## src/source/kicker_pkg.sv

```systemverilog
// Layout assumes a 160 KB image with main code, then scroll tiles, then object sprites
`default_nettype none

package kicker_pkg;

    // SDRAM side
    typedef logic [21:0] sdram_addr_t;
    typedef logic [15:0] sdram_word_t;

    // Host download side
    typedef logic [24:0] ioctl_addr_t;

    // ROM data widths
    typedef logic [7:0]  rom_byte_t;
    typedef logic [31:0] gfx_word_t;

    // Byte offsets inside the downloaded image
    // Main code sits at 0 and runs up to the scroll tiles
    localparam logic [21:0] SCR_START = 22'h01_0000;
    localparam logic [21:0] OBJ_START = 22'h01_8000;
    localparam logic [21:0] ROM_END   = 22'h02_8000;

    // Reader slots, lower index wins arbitration
    localparam int SLOT_MAIN = 0;
    localparam int SLOT_SCR  = 1;
    localparam int SLOT_OBJ  = 2;
    localparam int NUM_SLOTS = 3;

    // Downloader write sequence
    typedef enum logic [0:0] {
        DWNLD_IDLE,
        DWNLD_WAIT_ACK
    } dwnld_state_t;

    // Arbiter read sequence
    // FIRST waits for data_dst, SECOND waits for data_rdy
    typedef enum logic [1:0] {
        ARB_IDLE,
        ARB_WAIT_ACK,
        ARB_FIRST,
        ARB_SECOND
    } arb_state_t;

endpackage

`default_nettype wire

```

## src/source/kicker_dwnld.sv

```systemverilog
// Host must space ioctl_wr strobes until prog_we falls; bytes past ROM_END pass unchanged
`default_nettype none

module kicker_dwnld (
    input  wire logic                    clk,
    input  wire logic                    rst,
    input  wire logic                    downloading,
    input  wire kicker_pkg::ioctl_addr_t ioctl_addr,
    input  wire kicker_pkg::rom_byte_t   ioctl_dout,
    input  wire logic                    ioctl_wr,
    input  wire logic                    sdram_ack,
    output kicker_pkg::sdram_addr_t      prog_addr,
    output kicker_pkg::rom_byte_t        prog_data,
    output logic [1:0]                   prog_mask,
    output logic                         prog_we
);

    kicker_pkg::dwnld_state_t state;
    kicker_pkg::ioctl_addr_t  base;
    kicker_pkg::ioctl_addr_t  rel;
    kicker_pkg::ioctl_addr_t  mixed;
    kicker_pkg::ioctl_addr_t  byte_addr;
    logic                     in_scr;
    logic                     in_obj;
    logic                     take;

    // Region decode on the raw host address
    assign in_scr = ioctl_addr >= kicker_pkg::SCR_START && ioctl_addr < kicker_pkg::OBJ_START;
    assign in_obj = ioctl_addr >= kicker_pkg::OBJ_START && ioctl_addr < kicker_pkg::ROM_END;

    // Bit shuffle works on the offset inside the region
    always_comb begin
        base = '0;
        if (in_obj) begin
            base = kicker_pkg::OBJ_START;
        end else if (in_scr) begin
            base = kicker_pkg::SCR_START;
        end
        rel   = ioctl_addr - base;
        mixed = rel;
        if (in_scr) begin
            mixed[0]   = ~rel[3];
            mixed[3:1] = rel[2:0];
        end
        if (in_obj) begin
            mixed[0]   = ~rel[3];
            mixed[1]   = ~rel[4];
            mixed[5:2] = {rel[5], rel[2:0]};
        end
        byte_addr = mixed + base;
    end

    assign take = state == kicker_pkg::DWNLD_IDLE && downloading && ioctl_wr;

    always_ff @(posedge clk) begin
        if (rst) begin
            state <= kicker_pkg::DWNLD_IDLE;
        end else begin
            case (state)
                kicker_pkg::DWNLD_IDLE: begin
                    if (take) begin
                        state <= kicker_pkg::DWNLD_WAIT_ACK;
                    end
                end
                kicker_pkg::DWNLD_WAIT_ACK: begin
                    if (sdram_ack) begin
                        state <= kicker_pkg::DWNLD_IDLE;
                    end
                end
                default: begin
                    state <= kicker_pkg::DWNLD_IDLE;
                end
            endcase
        end
    end

    // Write payload held for the whole request
    always_ff @(posedge clk) begin
        if (take) begin
            prog_addr <= byte_addr[22:1];
            prog_data <= ioctl_dout;
            // Active low lane enable, even bytes go to the low lane
            prog_mask <= byte_addr[0] ? 2'b01 : 2'b10;
        end
    end

    assign prog_we = state == kicker_pkg::DWNLD_WAIT_ACK;

    // Host may not send another byte before the SDRAM took the last one
    a_no_wr_while_busy: assert property (
        @(posedge clk) disable iff (rst) prog_we |-> !ioctl_wr
    ) else $error("ioctl_wr strobe while a write is still pending");

endmodule

`default_nettype wire

```

## src/source/kicker_rom_slot.sv

```systemverilog
// DW must be 8 or 32; addr changes during a fetch are picked up only after it completes
`default_nettype none

module kicker_rom_slot #(
    parameter int DW = 8,
    parameter int AW = 16
) (
    input  wire logic                    clk,
    input  wire logic                    rst,
    input  wire logic                    cs,
    input  wire logic [AW-1:0]           addr,
    input  wire logic                    slot_dst,
    input  wire logic                    slot_rdy,
    input  wire kicker_pkg::sdram_word_t word_in,
    output logic [DW-1:0]                data,
    output logic                         ok,
    output logic                         slot_req,
    output kicker_pkg::sdram_addr_t      slot_addr
);

    logic [AW-1:0] tag;
    logic [AW-1:0] req_addr;
    logic          valid;
    logic          hit;
    logic          miss;

    assign hit  = valid && tag == addr;
    assign ok   = cs && hit;
    assign miss = cs && !hit && !slot_req;

    // Word address relative to the region start
    always_comb begin
        if (DW == 8) begin
            // Two bytes per SDRAM word
            slot_addr = kicker_pkg::sdram_addr_t'(req_addr >> 1);
        end else begin
            // Each item spans two words
            slot_addr = kicker_pkg::sdram_addr_t'({req_addr, 1'b0});
        end
    end

    always_ff @(posedge clk) begin
        if (rst) begin
            valid    <= 1'b0;
            slot_req <= 1'b0;
        end else if (slot_req) begin
            if (slot_rdy) begin
                slot_req <= 1'b0;
                valid    <= 1'b1;
            end
        end else if (miss) begin
            slot_req <= 1'b1;
            // Old contents get overwritten during the burst
            valid    <= 1'b0;
        end
    end

    always_ff @(posedge clk) begin
        if (miss) begin
            req_addr <= addr;
        end
        if (slot_rdy) begin
            tag <= req_addr;
        end
    end

    generate
        if (DW == 8) begin : g_byte
            // Only the first word matters, odd bytes sit in the high lane
            always_ff @(posedge clk) begin
                if (slot_dst) begin
                    data <= req_addr[0] ? word_in[15:8] : word_in[7:0];
                end
            end
        end else begin : g_word
            always_ff @(posedge clk) begin
                if (slot_dst) begin
                    data[15:0] <= word_in;
                end
                if (slot_rdy) begin
                    data[DW-1:16] <= word_in;
                end
            end
        end
    endgenerate

    // The arbiter only completes reads that this slot asked for
    a_rdy_needs_req: assert property (
        @(posedge clk) disable iff (rst) slot_rdy |-> slot_req
    ) else $error("slot_rdy without a pending slot_req");

endmodule

`default_nettype wire

```

## src/source/kicker_rom_arb.sv

```systemverilog
// One burst in flight at a time; reads start only while downloading is low
`default_nettype none

module kicker_rom_arb (
    input  wire logic                              clk,
    input  wire logic                              rst,
    input  wire logic                              downloading,
    input  wire logic [kicker_pkg::NUM_SLOTS-1:0]  req,
    input  wire kicker_pkg::sdram_addr_t           main_word_addr,
    input  wire kicker_pkg::sdram_addr_t           scr_word_addr,
    input  wire kicker_pkg::sdram_addr_t           obj_word_addr,
    input  wire logic                              sdram_ack,
    input  wire logic                              data_dst,
    input  wire logic                              data_rdy,
    input  wire kicker_pkg::sdram_word_t           data_read,
    output logic [kicker_pkg::NUM_SLOTS-1:0]       dst,
    output logic [kicker_pkg::NUM_SLOTS-1:0]       rdy,
    output kicker_pkg::sdram_word_t                word_out,
    output logic                                   sdram_req,
    output kicker_pkg::sdram_addr_t                sdram_addr
);

    kicker_pkg::arb_state_t                state;
    logic [kicker_pkg::NUM_SLOTS-1:0]      grant;
    logic [kicker_pkg::NUM_SLOTS-1:0]      pick;
    kicker_pkg::sdram_addr_t               pick_addr;
    logic                                  start;

    // Fixed priority, main code first
    always_comb begin
        pick      = '0;
        pick_addr = main_word_addr;
        if (req[kicker_pkg::SLOT_MAIN]) begin
            pick[kicker_pkg::SLOT_MAIN] = 1'b1;
        end else if (req[kicker_pkg::SLOT_SCR]) begin
            pick[kicker_pkg::SLOT_SCR] = 1'b1;
            pick_addr = scr_word_addr + (kicker_pkg::SCR_START >> 1);
        end else if (req[kicker_pkg::SLOT_OBJ]) begin
            pick[kicker_pkg::SLOT_OBJ] = 1'b1;
            pick_addr = obj_word_addr + (kicker_pkg::OBJ_START >> 1);
        end
    end

    assign start = state == kicker_pkg::ARB_IDLE && !downloading && |req;

    always_ff @(posedge clk) begin
        if (rst) begin
            state <= kicker_pkg::ARB_IDLE;
            grant <= '0;
        end else begin
            case (state)
                kicker_pkg::ARB_IDLE: begin
                    if (start) begin
                        grant <= pick;
                        state <= kicker_pkg::ARB_WAIT_ACK;
                    end
                end
                kicker_pkg::ARB_WAIT_ACK: begin
                    if (sdram_ack) begin
                        state <= kicker_pkg::ARB_FIRST;
                    end
                end
                kicker_pkg::ARB_FIRST: begin
                    if (data_dst) begin
                        state <= kicker_pkg::ARB_SECOND;
                    end
                end
                kicker_pkg::ARB_SECOND: begin
                    if (data_rdy) begin
                        grant <= '0;
                        state <= kicker_pkg::ARB_IDLE;
                    end
                end
                default: begin
                    state <= kicker_pkg::ARB_IDLE;
                end
            endcase
        end
    end

    always_ff @(posedge clk) begin
        if (start) begin
            sdram_addr <= pick_addr;
        end
    end

    assign sdram_req = state == kicker_pkg::ARB_WAIT_ACK;

    // Burst strobes reach the granted reader only
    assign dst      = (state == kicker_pkg::ARB_FIRST && data_dst) ? grant : '0;
    assign rdy      = (state == kicker_pkg::ARB_SECOND && data_rdy) ? grant : '0;
    assign word_out = data_read;

    // A pending read and a download would both claim the shared sdram_ack
    a_no_read_in_dwnld: assert property (
        @(posedge clk) disable iff (rst) sdram_req |-> !downloading
    ) else $error("downloading rose while a read request was pending");

endmodule

`default_nettype wire

```

## src/source/kicker_rom.sv

```systemverilog
// Download and reads must not overlap since both share sdram_ack
`default_nettype none

module kicker_rom (
    input  wire logic                    clk,
    input  wire logic                    rst,
    // Host download
    input  wire logic                    downloading,
    input  wire kicker_pkg::ioctl_addr_t ioctl_addr,
    input  wire kicker_pkg::rom_byte_t   ioctl_dout,
    input  wire logic                    ioctl_wr,
    // SDRAM
    input  wire logic                    sdram_ack,
    input  wire kicker_pkg::sdram_word_t data_read,
    input  wire logic                    data_dst,
    input  wire logic                    data_rdy,
    // Main CPU code
    input  wire logic                    main_cs,
    input  wire logic [15:0]             main_addr,
    output kicker_pkg::rom_byte_t        main_data,
    output logic                         main_ok,
    // Scroll tiles
    input  wire logic                    scr_cs,
    input  wire logic [12:0]             scr_addr,
    output kicker_pkg::gfx_word_t        scr_data,
    output logic                         scr_ok,
    // Object sprites
    input  wire logic                    obj_cs,
    input  wire logic [13:0]             obj_addr,
    output kicker_pkg::gfx_word_t        obj_data,
    output logic                         obj_ok,
    // SDRAM write and read requests
    output kicker_pkg::sdram_addr_t      prog_addr,
    output kicker_pkg::rom_byte_t        prog_data,
    output logic [1:0]                   prog_mask,
    output logic                         prog_we,
    output logic                         sdram_req,
    output kicker_pkg::sdram_addr_t      sdram_addr
);

    logic [kicker_pkg::NUM_SLOTS-1:0] slot_req;
    logic [kicker_pkg::NUM_SLOTS-1:0] slot_dst;
    logic [kicker_pkg::NUM_SLOTS-1:0] slot_rdy;
    kicker_pkg::sdram_addr_t          main_word_addr;
    kicker_pkg::sdram_addr_t          scr_word_addr;
    kicker_pkg::sdram_addr_t          obj_word_addr;
    kicker_pkg::sdram_word_t          word_bus;

    kicker_dwnld u_dwnld (
        .clk         ( clk          ),
        .rst         ( rst          ),
        .downloading ( downloading  ),
        .ioctl_addr  ( ioctl_addr   ),
        .ioctl_dout  ( ioctl_dout   ),
        .ioctl_wr    ( ioctl_wr     ),
        .sdram_ack   ( sdram_ack    ),
        .prog_addr   ( prog_addr    ),
        .prog_data   ( prog_data    ),
        .prog_mask   ( prog_mask    ),
        .prog_we     ( prog_we      )
    );

    kicker_rom_slot #(.DW(8), .AW(16)) u_main_slot (
        .clk       ( clk                                  ),
        .rst       ( rst                                  ),
        .cs        ( main_cs                              ),
        .addr      ( main_addr                            ),
        .slot_dst  ( slot_dst[kicker_pkg::SLOT_MAIN]      ),
        .slot_rdy  ( slot_rdy[kicker_pkg::SLOT_MAIN]      ),
        .word_in   ( word_bus                             ),
        .data      ( main_data                            ),
        .ok        ( main_ok                              ),
        .slot_req  ( slot_req[kicker_pkg::SLOT_MAIN]      ),
        .slot_addr ( main_word_addr                       )
    );

    kicker_rom_slot #(.DW(32), .AW(13)) u_scr_slot (
        .clk       ( clk                                  ),
        .rst       ( rst                                  ),
        .cs        ( scr_cs                               ),
        .addr      ( scr_addr                             ),
        .slot_dst  ( slot_dst[kicker_pkg::SLOT_SCR]       ),
        .slot_rdy  ( slot_rdy[kicker_pkg::SLOT_SCR]       ),
        .word_in   ( word_bus                             ),
        .data      ( scr_data                             ),
        .ok        ( scr_ok                               ),
        .slot_req  ( slot_req[kicker_pkg::SLOT_SCR]       ),
        .slot_addr ( scr_word_addr                        )
    );

    kicker_rom_slot #(.DW(32), .AW(14)) u_obj_slot (
        .clk       ( clk                                  ),
        .rst       ( rst                                  ),
        .cs        ( obj_cs                               ),
        .addr      ( obj_addr                             ),
        .slot_dst  ( slot_dst[kicker_pkg::SLOT_OBJ]       ),
        .slot_rdy  ( slot_rdy[kicker_pkg::SLOT_OBJ]       ),
        .word_in   ( word_bus                             ),
        .data      ( obj_data                             ),
        .ok        ( obj_ok                               ),
        .slot_req  ( slot_req[kicker_pkg::SLOT_OBJ]       ),
        .slot_addr ( obj_word_addr                        )
    );

    kicker_rom_arb u_arb (
        .clk            ( clk            ),
        .rst            ( rst            ),
        .downloading    ( downloading    ),
        .req            ( slot_req       ),
        .main_word_addr ( main_word_addr ),
        .scr_word_addr  ( scr_word_addr  ),
        .obj_word_addr  ( obj_word_addr  ),
        .sdram_ack      ( sdram_ack      ),
        .data_dst       ( data_dst       ),
        .data_rdy       ( data_rdy       ),
        .data_read      ( data_read      ),
        .dst            ( slot_dst       ),
        .rdy            ( slot_rdy       ),
        .word_out       ( word_bus       ),
        .sdram_req      ( sdram_req      ),
        .sdram_addr     ( sdram_addr     )
    );

endmodule

`default_nettype wire

```

## config.mk

```make
export PLATFORM = sky130hd
export DESIGN_NAME = kicker_rom
export DESIGN_NICKNAME = d
export VERILOG_FILES = /design/src/source/kicker_pkg.sv /design/src/source/kicker_dwnld.sv /design/src/source/kicker_rom_slot.sv /design/src/source/kicker_rom_arb.sv /design/src/source/kicker_rom.sv
export SDC_FILE = /design/constraint.sdc
export NUM_CORES = 1
export LEC_CHECK = 0
export BUFFER_PORTS_ARGS = -buffer_cell sky130_fd_sc_hd__buf_2
export CORE_ASPECT_RATIO = 2
export CORE_MARGIN = 3
export CORE_UTILIZATION = 49
export CTS_BUF_LIST = sky130_fd_sc_hd__clkbuf_2
export CTS_CLUSTER_SIZE = 40
export DETAILED_ROUTE_END_ITERATION = 16
export PLACE_DENSITY = 0.79
export SETUP_SLACK_MARGIN = 0.3
export SLEW_MARGIN = 40
export SYNTH_ARGS = -nofsm -noshare
export SYNTH_HDL_FRONTEND = slang
export SYNTH_SLANG_ARGS = --single-unit
```

## constraint.sdc

```tcl
create_clock -name clk -period 3.6 [get_ports clk]
set_input_delay 0.9 -clock clk [delete_from_list [all_inputs] [get_ports clk]]
set_output_delay 0.9 -clock clk [all_outputs]
set_load 0.02 [all_outputs]
```

==> results.tsv, run 1 <==
stage	metric	value	unit
route	Final ANT Viol Nets	0	
clock_tree	CTS tree	built	
yosys	number of enable flip-flop cells after synthesis	207	
yosys	register area share after synthesis	0.7736	
grt	Tot GR Track Use	0.2028	
setup_path	cell repeated most along the worst path	buf_4	
floorplan	io pins	233	
floorplan	die area	18730	um^2
setup_path	CP arrival	2310	ps
floorplan	core area	16520	um^2
setup_path	CP max stage cell	edfxtp_1	
timing	final count of negative-setup-slack endpoints	0	
timing	Tightest Pin Transition	797.9	ps
clock_tree	postcts setup bufs	0	
setup_path	CP Launch Type	flip-flop	
timing	Slew headroom	0.4681	
outcome	run status	completed	
yosys	Yosys warnings	0	
yosys	Synth area leaders	edfxtp_1, xnor2_1, dfxtp_1	
yosys	Mapped Cells	495	
power_and_ir_drop	Power Dens Cells	493.9	nW/um^2
clock_tree	H-tree levels	2	
yosys	Avg Cell Area, Syn	16.86	um^2
clock_tree	Clock Root Buffer	clkbuf_2	
clock_tree	Hold-fix buffers, CTS	0	
setup_path	CP max stage delay	420	ps
power_and_ir_drop	LEAKAGE	0.004000	uW
cells_and_area	final core area utilization	0.6239	
floorplan	# rows	66	
route	DRT iter0 DRCs	247	
cells_and_area	Area Growth Syn to Fin	23.48	%
clock_tree	Clock Path Buffers	3	
timing	period utilization	0.8914	
cells_and_area	Nets	882	
hold_path	hold path depth	1	
yosys	top-area cell type share of the netlist area	0.7448	
yosys	top_reg_cell synth	edfxtp_1	
route	Routed WL per cell	19.06	um
setup_path	R2R Path End	u_main_slot.slot_req	
hold_path	Hold Path Sink	u_dwnld.prog_addr[9]	
yosys	Synth top cells by count	edfxtp_1, xnor2_1, a21oi_1, nor2b_1, xor2_1	
grt	largest net degree at the start of global routing	34	
placement	dpl cells	927	
floorplan	DIE WIDTH	98.28	um
setup_path	CP max FO	2	
setup_path	reg-to-reg setup timing slack	1580	ps
yosys	Mapped Area	8346	um^2
yosys	Yosys cell types	43	
setup_path	critical path class	flip-flop to primary output	
route	DR pass1 iterations	5	
clock_tree	worst skew pair latency	730	ps
cells_and_area	Layout fillers	1268	
route	Total Wirelength	19.18	mm
timing	setup TNS	0	ps
route	drt drc	0	
timing	minimum clock period	3209	ps
grt	initial antenna violation count	3	
setup_path	worst r2r src	u_main_slot.tag[15]	
yosys	asr flop ratio synth	0	
timing	Final Skew	59.80	ps
route	post-DR vias/cell	5.187	
hold_path	Hold WC Path Type	primary input to flip-flop	
hold_path	hold path start	ioctl_addr[10]	
power_and_ir_drop	Max IR drop VDD	0.2908	mV
timing	RSZ-0062 raised after global routing	true	
grt	total grt overflow	0	
placement	GPL Wtd Cong	0.8630	
yosys	most common cell in the netlist	edfxtp_1	
setup_path	crit end category	primary output	
clock_tree	number of CTS-inserted buffers	45	
power_and_ir_drop	Final Total Pwr	5090	uW
grt	first-pass GRT wire length	29.57	mm
setup_path	delay-heaviest family, CP	simple AND/OR/NAND/NOR gates	
yosys	synthesized flop and latch total	219	
grt	vias in the first global route	5616	
route	via count	5218	
setup_path	CP Cell Sequence	xor2_1 -> nor4_1 -> buf_4 -> nand4_1 -> nor4_2 -> buf_4	
timing	final hold vios	0	
floorplan	Initial Util	0.5053	
cells_and_area	layout cells sized above 1	0.4220	
floorplan	Die Ht	190.6	um
placement	Final HPWL DP	14.21	mm
run	Max-Cap Viols	0	
yosys	Synth area leader	edfxtp_1	
setup_path	critical path data required time	2700	ps
timing	Max Fclk	0.3116	GHz
clock_tree	clk slew on worst S/H paths	120	ps
setup_path	FF-to-FF path depth	6	
clock_tree	clk sinks	219	
placement	Port-buffer cells	227	
timing	worst hold slack	359.7	ps
cells_and_area	post-route insts no fill	1006	
timing	Slew Limit Fails	0	
setup_path	Buf/Inv on CP	2	
[routing by layer]
layer	up-vias	GRT usage	wire, um
met5	-	0	13
met4	2	0.09206	715
met3	50	0.05822	1796
met2	289	0.3837	10510
met1	2442	0.1990	6139
li1	2435	-	-
[where the power goes]
group / total (uW) / internal, uW / switching [uW]
Clock: 1570 / 664 / 904
Combinational: 534 / 201 / 333
Sequential: 2990 / 2920 / 67.8
[layout by cell type (no fill, tap or decap), types with 9 or more instances in the layout]
cell,synthesis,layout
a21oi_1,27,27
a22oi_1,13,13
buf_2,2,226
buf_4,5,16
clkbuf_2,0,59
clkinv_1,0,14
dfxtp_1,12,10
edfxtp_1,207,207
inv_1,11,9
mux2_2,9,9
nand2_1,11,11
nand4_1,10,10
nor2_1,16,16
nor2b_1,19,17
o21ai_0,15,15
xnor2_1,33,33
xor2_1,18,18
[worst max path at each step]
| stage | depth (start not counted) | from | to |
|---|---|---|---|
| 2_1_floorplan | 14 | ioctl_addr[17] | u_dwnld.prog_addr[21] |
| 3_3_place_gp | 14 | ioctl_addr[22] | u_dwnld.prog_addr[21] |
| 3_5_place_dp | 14 | ioctl_addr[22] | u_dwnld.prog_addr[21] |
| 4_1_cts | 6 | u_main_slot.tag[10] | main_ok |
| 5_1_grt | 6 | u_main_slot.tag[15] | main_ok |
| 6_report | 6 | u_main_slot.tag[15] | main_ok |
[worst register-to-register path: stages, from the launching register on]
cell,delay [ps]
edfxtp_1,420
xor2_1,160
nor4_1,300
buf_4,190
nand4_1,160
o311a_4,480
o21ba_1,230
[registers in the layout, summed over array words and instances (netlist names), 3 cells and up]
name                  count
u_arb.grant               3
u_scr_slot.data          32
u_dwnld.prog_addr        22
u_obj_slot.req_addr      14
u_main_slot.tag          16
u_obj_slot.tag           14
u_dwnld.prog_data         8
u_scr_slot.req_addr      13
u_main_slot.data          8
u_main_slot.req_addr     16
u_scr_slot.tag           13
u_obj_slot.data          32
u_arb.sdram_addr         17
[cell type report]
type                    instances  area, um^2  share of cell area
clock buffers                  59       295.3             0.02865
repair buffers                242        1251              0.1214
well taps                     204       255.2             0.02477
inverters                      11       43.79            0.004250
flip-flops and latches        219        6459              0.6268
diodes                          1       2.502           0.0002428
clock inverters                19       155.1             0.01506
multi-input cells             251        1843              0.1788
[through the flow]
stage | cell area [um^2] | setup WS, ps
finish | 10300 | 391.0
global route | 10300 | 252.0
floorplan | 8389 | 79.23
CTS | 10290 | 323.9
detailed placement | 9824 | -100.4
global placement | 9813 | 38.40
[what timing repair did]
item                                   in CTS  in global routing
setup endpoints to repair                   1                  2
cloned                                      0                  0
endpoints found under the hold margin       0                  0
resized for setup                           3                  1
[kinds of logic after synthesis]
family	after synthesis	share of synthesized area
xor+xnor	51	0.05352
other cells	1	0.0004493
simple gates	99	0.06627
flops	219	0.7736
buf+inv	29	0.01559
compound gates	70	0.05322
fa+ha+maj	10	0.01679
mux	16	0.02054
Note: power is estimated with default switching activity, not from simulation.
==> run 2, diff against run 1 <==
Settings changed: CELL_PAD_IN_SITES_DETAIL_PLACEMENT set to 1, CELL_PAD_IN_SITES_GLOBAL_PLACEMENT set to 2, CORE_UTILIZATION 49 to 34, PLACE_DENSITY 0.79 to 0.81.
==> run 2 against run 1 <==
Compared with the run above:
- routed wire length up 18%
- sequential share of layout area down 1.9 points
- clock-buffer cell count up 10
- maximum frequency down 1.5%
- hold slack worse by 130 ps
- core utilization down 18 points
- final area up 3.1%
- clock skew up 2.7 ps
- setup slack worse by 48 ps
- cell count up 12%
- via count up 3.8%
- critical path type unchanged
==> results.tsv, run 2 (synthesis results as in run 1) <==
stage	metric	value	unit
setup_path	reg-to-reg setup timing slack	1560	ps
placement	Final HPWL DP	16.73	mm
timing	minimum clock period	3257	ps
setup_path	Buf/Inv on CP	2	
setup_path	CP Cell Sequence	xor2_1 -> nor4_2 -> nand4_1 -> buf_4 -> nor4_4 -> buf_4	
clock_tree	CTS tree	built	
outcome	run status	completed	
grt	first-pass GRT wire length	33.20	mm
timing	Final Skew	62.51	ps
clock_tree	clk sinks	219	
route	Total Wirelength	22.71	mm
power_and_ir_drop	LEAKAGE	0.004157	uW
route	via count	5417	
timing	Tightest Pin Transition	730.4	ps
setup_path	cell repeated most along the worst path	buf_4	
timing	worst hold slack	229.9	ps
grt	initial antenna violation count	8	
grt	largest net degree at the start of global routing	34	
setup_path	worst r2r src	u_main_slot.tag[14]	
grt	Tot GR Track Use	0.1676	
timing	Slew Limit Fails	0	
floorplan	# rows	80	
cells_and_area	Nets	904	
route	DRT iter0 DRCs	273	
setup_path	critical path class	flip-flop to primary output	
setup_path	critical path data required time	2700	ps
setup_path	CP max stage cell	edfxtp_1	
route	DR pass1 iterations	4	
setup_path	delay-heaviest family, CP	simple AND/OR/NAND/NOR gates	
placement	GPL Wtd Cong	0.7739	
floorplan	io pins	233	
timing	final hold vios	0	
floorplan	Die Ht	227.6	um
clock_tree	clk slew on worst S/H paths	130	ps
cells_and_area	Area Growth Syn to Fin	27.33	%
cells_and_area	layout cells sized above 1	0.4489	
setup_path	crit end category	primary output	
cells_and_area	most common cell after layout, fill and taps aside	buf_2	
route	Final ANT Viol Nets	0	
setup_path	FF-to-FF path depth	5	
timing	final count of negative-setup-slack endpoints	0	
cells_and_area	largest registers	u_obj_slot.data (32), u_scr_slot.data (32), u_dwnld.prog_addr (22)	
floorplan	core area	24020	um^2
timing	Max Fclk	0.3070	GHz
cells_and_area	final core area utilization	0.4423	
hold_path	Hold Path Sink	u_dwnld.prog_addr[5]	
grt	vias in the first global route	5996	
placement	Port-buffer cells	227	
route	drt drc	0	
floorplan	Initial Util	0.3474	
run	Max-Cap Viols	0	
setup_path	CP max FO	2	
floorplan	die area	26580	um^2
power_and_ir_drop	Max IR drop VDD	0.1634	mV
hold_path	Hold WC Path Type	primary input to flip-flop	
timing	period utilization	0.9047	
cells_and_area	most frequent cells in the layout	buf_2, edfxtp_1, clkbuf_2	
route	Routed WL per cell	20.22	um
clock_tree	number of CTS-inserted buffers	49	
hold_path	hold path start	ioctl_addr[6]	
timing	RSZ-0062 raised after global routing	true	
setup_path	R2R Path End	u_main_slot.req_addr[4]	
timing	setup TNS	0	ps
setup_path	CP arrival	2360	ps
floorplan	DIE WIDTH	116.8	um
grt	total grt overflow	0	
clock_tree	H-tree levels	2	
clock_tree	Clock Root Buffer	clkbuf_2	
clock_tree	worst skew pair latency	850	ps
hold_path	hold path depth	1	
power_and_ir_drop	Power Dens Cells	485.7	nW/um^2
setup_path	CP max stage delay	410	ps
clock_tree	Clock Path Buffers	3	
cells_and_area	post-route insts no fill	1123	
route	post-DR vias/cell	4.824	
placement	dpl cells	1025	
setup_path	CP Launch Type	flip-flop	
timing	Slew headroom	0.5131	
[run 2: changes by cell type in the layout (fill, tap and decap cells not counted), sizes merged]
cell,change
bufinv,-2
buf,+18
clkinvlp,+1
clkbuf,+10
diode,+4
inv,+2
clkinv,+1
[run 2: how the worst max path moves through the flow]
stage               depth (start not counted)                 from                    end
detailed placement                         14       ioctl_addr[22]  u_dwnld.prog_addr[21]
finish                                      6  u_main_slot.tag[15]                main_ok
global route                                5   u_main_slot.tag[3]                main_ok
global placement                           14       ioctl_addr[22]  u_dwnld.prog_addr[21]
CTS                                         6   u_main_slot.tag[8]                main_ok
floorplan                                  14       ioctl_addr[17]  u_dwnld.prog_addr[21]
[run 2: layout make-up]
class / instances / area [um^2]
well taps: 287 / 359.1
clock inverters: 21 / 116.4
diodes: 5 / 12.51
fillers: 2527 / 13400
clock buffers: 69 / 345.3
flip-flops and latches: 219 / 6456
multi-input cells: 251 / 1901
inverters: 11 / 43.79
repair buffers: 260 / 1393
[run 2: layer usage]
metal  GRT usage  vias up  part of all wire
met1      0.1549     2655              0.32
li1            -     2483                 -
met2      0.3189      218              0.57
met4     0.08926        4             0.046
met3     0.04762       57             0.068
met5           0        -            0.0015
[run 2: worst reg2reg max path, cell delays in order (launching register included)]
cell and delay (ps):
edfxtp_1 400, xor2_1 160, nor4_2 380, nand2_1 170
buf_4 170, o311a_4 480
[run 2: stage by stage]
step                area, um^2  setup WS [ps]  total power, uW
floorplan                 8389          79.23             3344
global placement         10030         -71.13             3596
detailed placement       10030         -200.1             3617
CTS                      10600          204.2             5262
global route             10630          152.3             5445
finish                   10630          343.1             5161
[run 2: power breakdown]
| group | internal, uW | switching, uW | leakage [uW] | total, uW |
|---|---|---|---|---|
| clock | 599 | 1010 | 0.000342 | 1610 |
| sequential | 2920 | 59.0 | 0.00200 | 2980 |
| combinational | 213 | 363 | 0.00181 | 577 |
[run 2: timing repair]
action	CTS	global route
setup endpoints to repair	3	3
pin swaps	8	4
hold buffers	0	0
gates resized for setup	15	1
buffers inserted	3	0
==> run 3, diff against run 2 <==
Settings changed: CAP_MARGIN set to 20, CORE_UTILIZATION 34 to 32, CTS_BUF_LIST sky130_fd_sc_hd__clkbuf_2 to sky130_fd_sc_hd__clkbuf_16, PLACE_DENSITY 0.81 to 0.77.
==> run 3 against run 2 <==
Compared with the run above:
- final area is 1.4% higher
- global-route usage is 1.4 points lower
- clock power is 43% higher
- register-to-register slack worse by 60 ps
- critical path type is now primary input to primary output
- critical endpoint is now scr_ok
==> results.tsv, run 3 (synthesis results as in run 1) <==
stage	metric	value	unit
grt	met3 usage in global routing	0.03234	
setup_path	CP arrival	2300	ps
cells_and_area	most frequent cells in the layout	buf_2, edfxtp_1, xnor2_1	
grt	met1 Use GR	0.1445	
outcome	run status	completed	
grt	total grt overflow	0	
clock_tree	clk slew on worst S/H paths	70	ps
setup_path	CP max stage delay	490	ps
clock_tree	clk sinks	219	
cells_and_area	layout cells sized above 1	0.4102	
clock_tree	postcts setup bufs	0	
clock_tree	Clock Root Buffer	clkbuf_16	
timing	final setup margin	396.9	ps
run	Max-Cap Viols	0	
floorplan	Initial Util	0.3253	
clock_tree	Clock Path Buffers	3	
power_and_ir_drop	LEAKAGE	0.004075	uW
hold_path	Hold WC Path Type	flip-flop to flip-flop	
placement	Placement Setup Slack	-98.97	ps
grt	Most Crowded Layer GR	met2	
timing	Slew Limit Fails	0	
clock_tree	worst skew pair latency	510	ps
clock_tree	CTS resizes	0	
grt	Tot GR Track Use	0.1540	
route	via count	5103	
route	DRT iter0 DRCs	213	
cells_and_area	post-route design area	10780	um^2
setup_path	critical path class	primary input to primary output	
timing	RSZ-0062 raised after global routing	false	
setup_path	CP Cell Sequence	buf_2 -> xnor2_1 -> nand4_1 -> nor4_1 -> and2_1 -> buf_2	
placement	Final HPWL DP	16.67	mm
timing	Final Skew	12.87	ps
power_and_ir_drop	Max IR drop VDD	0.4380	mV
setup_path	cell repeated most along the worst path	buf_2	
setup_path	critical path data required time	2700	ps
cells_and_area	most common cell after layout, fill and taps aside	buf_2	
route	Final ANT Viol Nets	0	
placement	Port-buffer cells	227	
grt	vias in the first global route	5510	
timing	period utilization	0.8897	
cells_and_area	largest registers	u_obj_slot.data (32), u_scr_slot.data (32), u_dwnld.prog_addr (22)	
timing	final count of negative-setup-slack endpoints	0	
timing	Slew headroom	0.4688	
route	Total Wirelength	22.41	mm
floorplan	die area	28170	um^2
floorplan	# rows	83	
route	post-DR vias/cell	4.597	
grt	initial antenna violation count	4	
route	drt drc	0	
route	DR pass1 iterations	4	
floorplan	io pins	233	
route	Routed WL per cell	20.19	um
clock_tree	Hold-fix buffers, CTS	0	
setup_path	CP Launch Type	primary input	
grt	M2 GR Usage	0.3201	
clock_tree	H-tree levels	1	
timing	Tightest Pin Transition	796.0	ps
placement	GPL Wtd Cong	0.8082	
clock_tree	number of CTS-inserted buffers	21	
timing	minimum clock period	3203	ps
timing	final hold vios	0	
floorplan	core area	25650	um^2
setup_path	CP max FO	2	
floorplan	DIE WIDTH	120.2	um
grt	largest net degree at the start of global routing	33	
floorplan	Die Ht	234.4	um
timing	Max Fclk	0.3122	GHz
cells_and_area	Area Growth Syn to Fin	29.16	%
setup_path	crit end category	primary output	
grt	first-pass GRT wire length	32.79	mm
power_and_ir_drop	Power Dens Cells	541.8	nW/um^2
clock_tree	CTS tree	built	
setup_path	CP max stage cell	nor4_1	
placement	Placement Cell Area	10050	um^2
cells_and_area	final core area utilization	0.4202	
cells_and_area	Nets	866	
## run 3: worst paths after layout
check | depth (start not counted) | slack [ps] | endpoint | startpoint
hold reg to reg | 0 | 460 | u_scr_slot.tag[11] | u_scr_slot.req_addr[11]
setup reg to reg | 7 | 1500 | u_arb.grant[0] | u_obj_slot.slot_req
hold / removal | 0 | 460 | u_scr_slot.tag[11] | u_scr_slot.req_addr[11]
setup / recovery | 6 | 400 | scr_ok | scr_addr[10]
## run 3: critical path: cells and delay by family
kind	cells	cell delay, ps
buffers and inverters	2	290
xor gates and xnor gates	1	290
and+or+nand+nor	3	820
## run 3: power breakdown
group | internal [uW] | switching (uW)
Clock | 1310 | 992
Sequential | 2920 | 65.0
Combinational | 206 | 348
Total | 4430 | 1410
## run 3: area by class of cell
class / count / area [um^2]
Antenna cell: 2 / 5.005
Clock buffer: 21 / 525.5
Clock inverter: 16 / 185.2
Fill cell: 2670 / 14870
Inverter: 11 / 43.79
Multi-Input combinational cell: 251 / 1828
Sequential cell: 219 / 6457
Tap cell: 340 / 425.4
Timing Repair Buffer: 250 / 1309
## run 3: per-stage QoR
stage | instances | setup TNS [ps] | power, uW | hold WS (ps)
final | 1110 | 0 | 5840 | 458.8
after global placement | 1071 | -22.63 | 3591 | 436.8
after detailed placement | 1071 | -98.97 | 3606 | 438.1
after CTS | 1108 | 0 | 5944 | 465.3
after floorplan | 499 | 0 | 3344 | 424.4
after global routing | 1109 | 0 | 6093 | 482.4
## run 3: routing by layer
| layer | share of wire | vias up |
|---|---|---|
| li1 | - | 2373 |
| met1 | 0.32 | 2531 |
| met2 | 0.60 | 160 |
| met3 | 0.058 | 35 |
| met4 | 0.024 | 4 |
| met5 | 0.0014 | - |
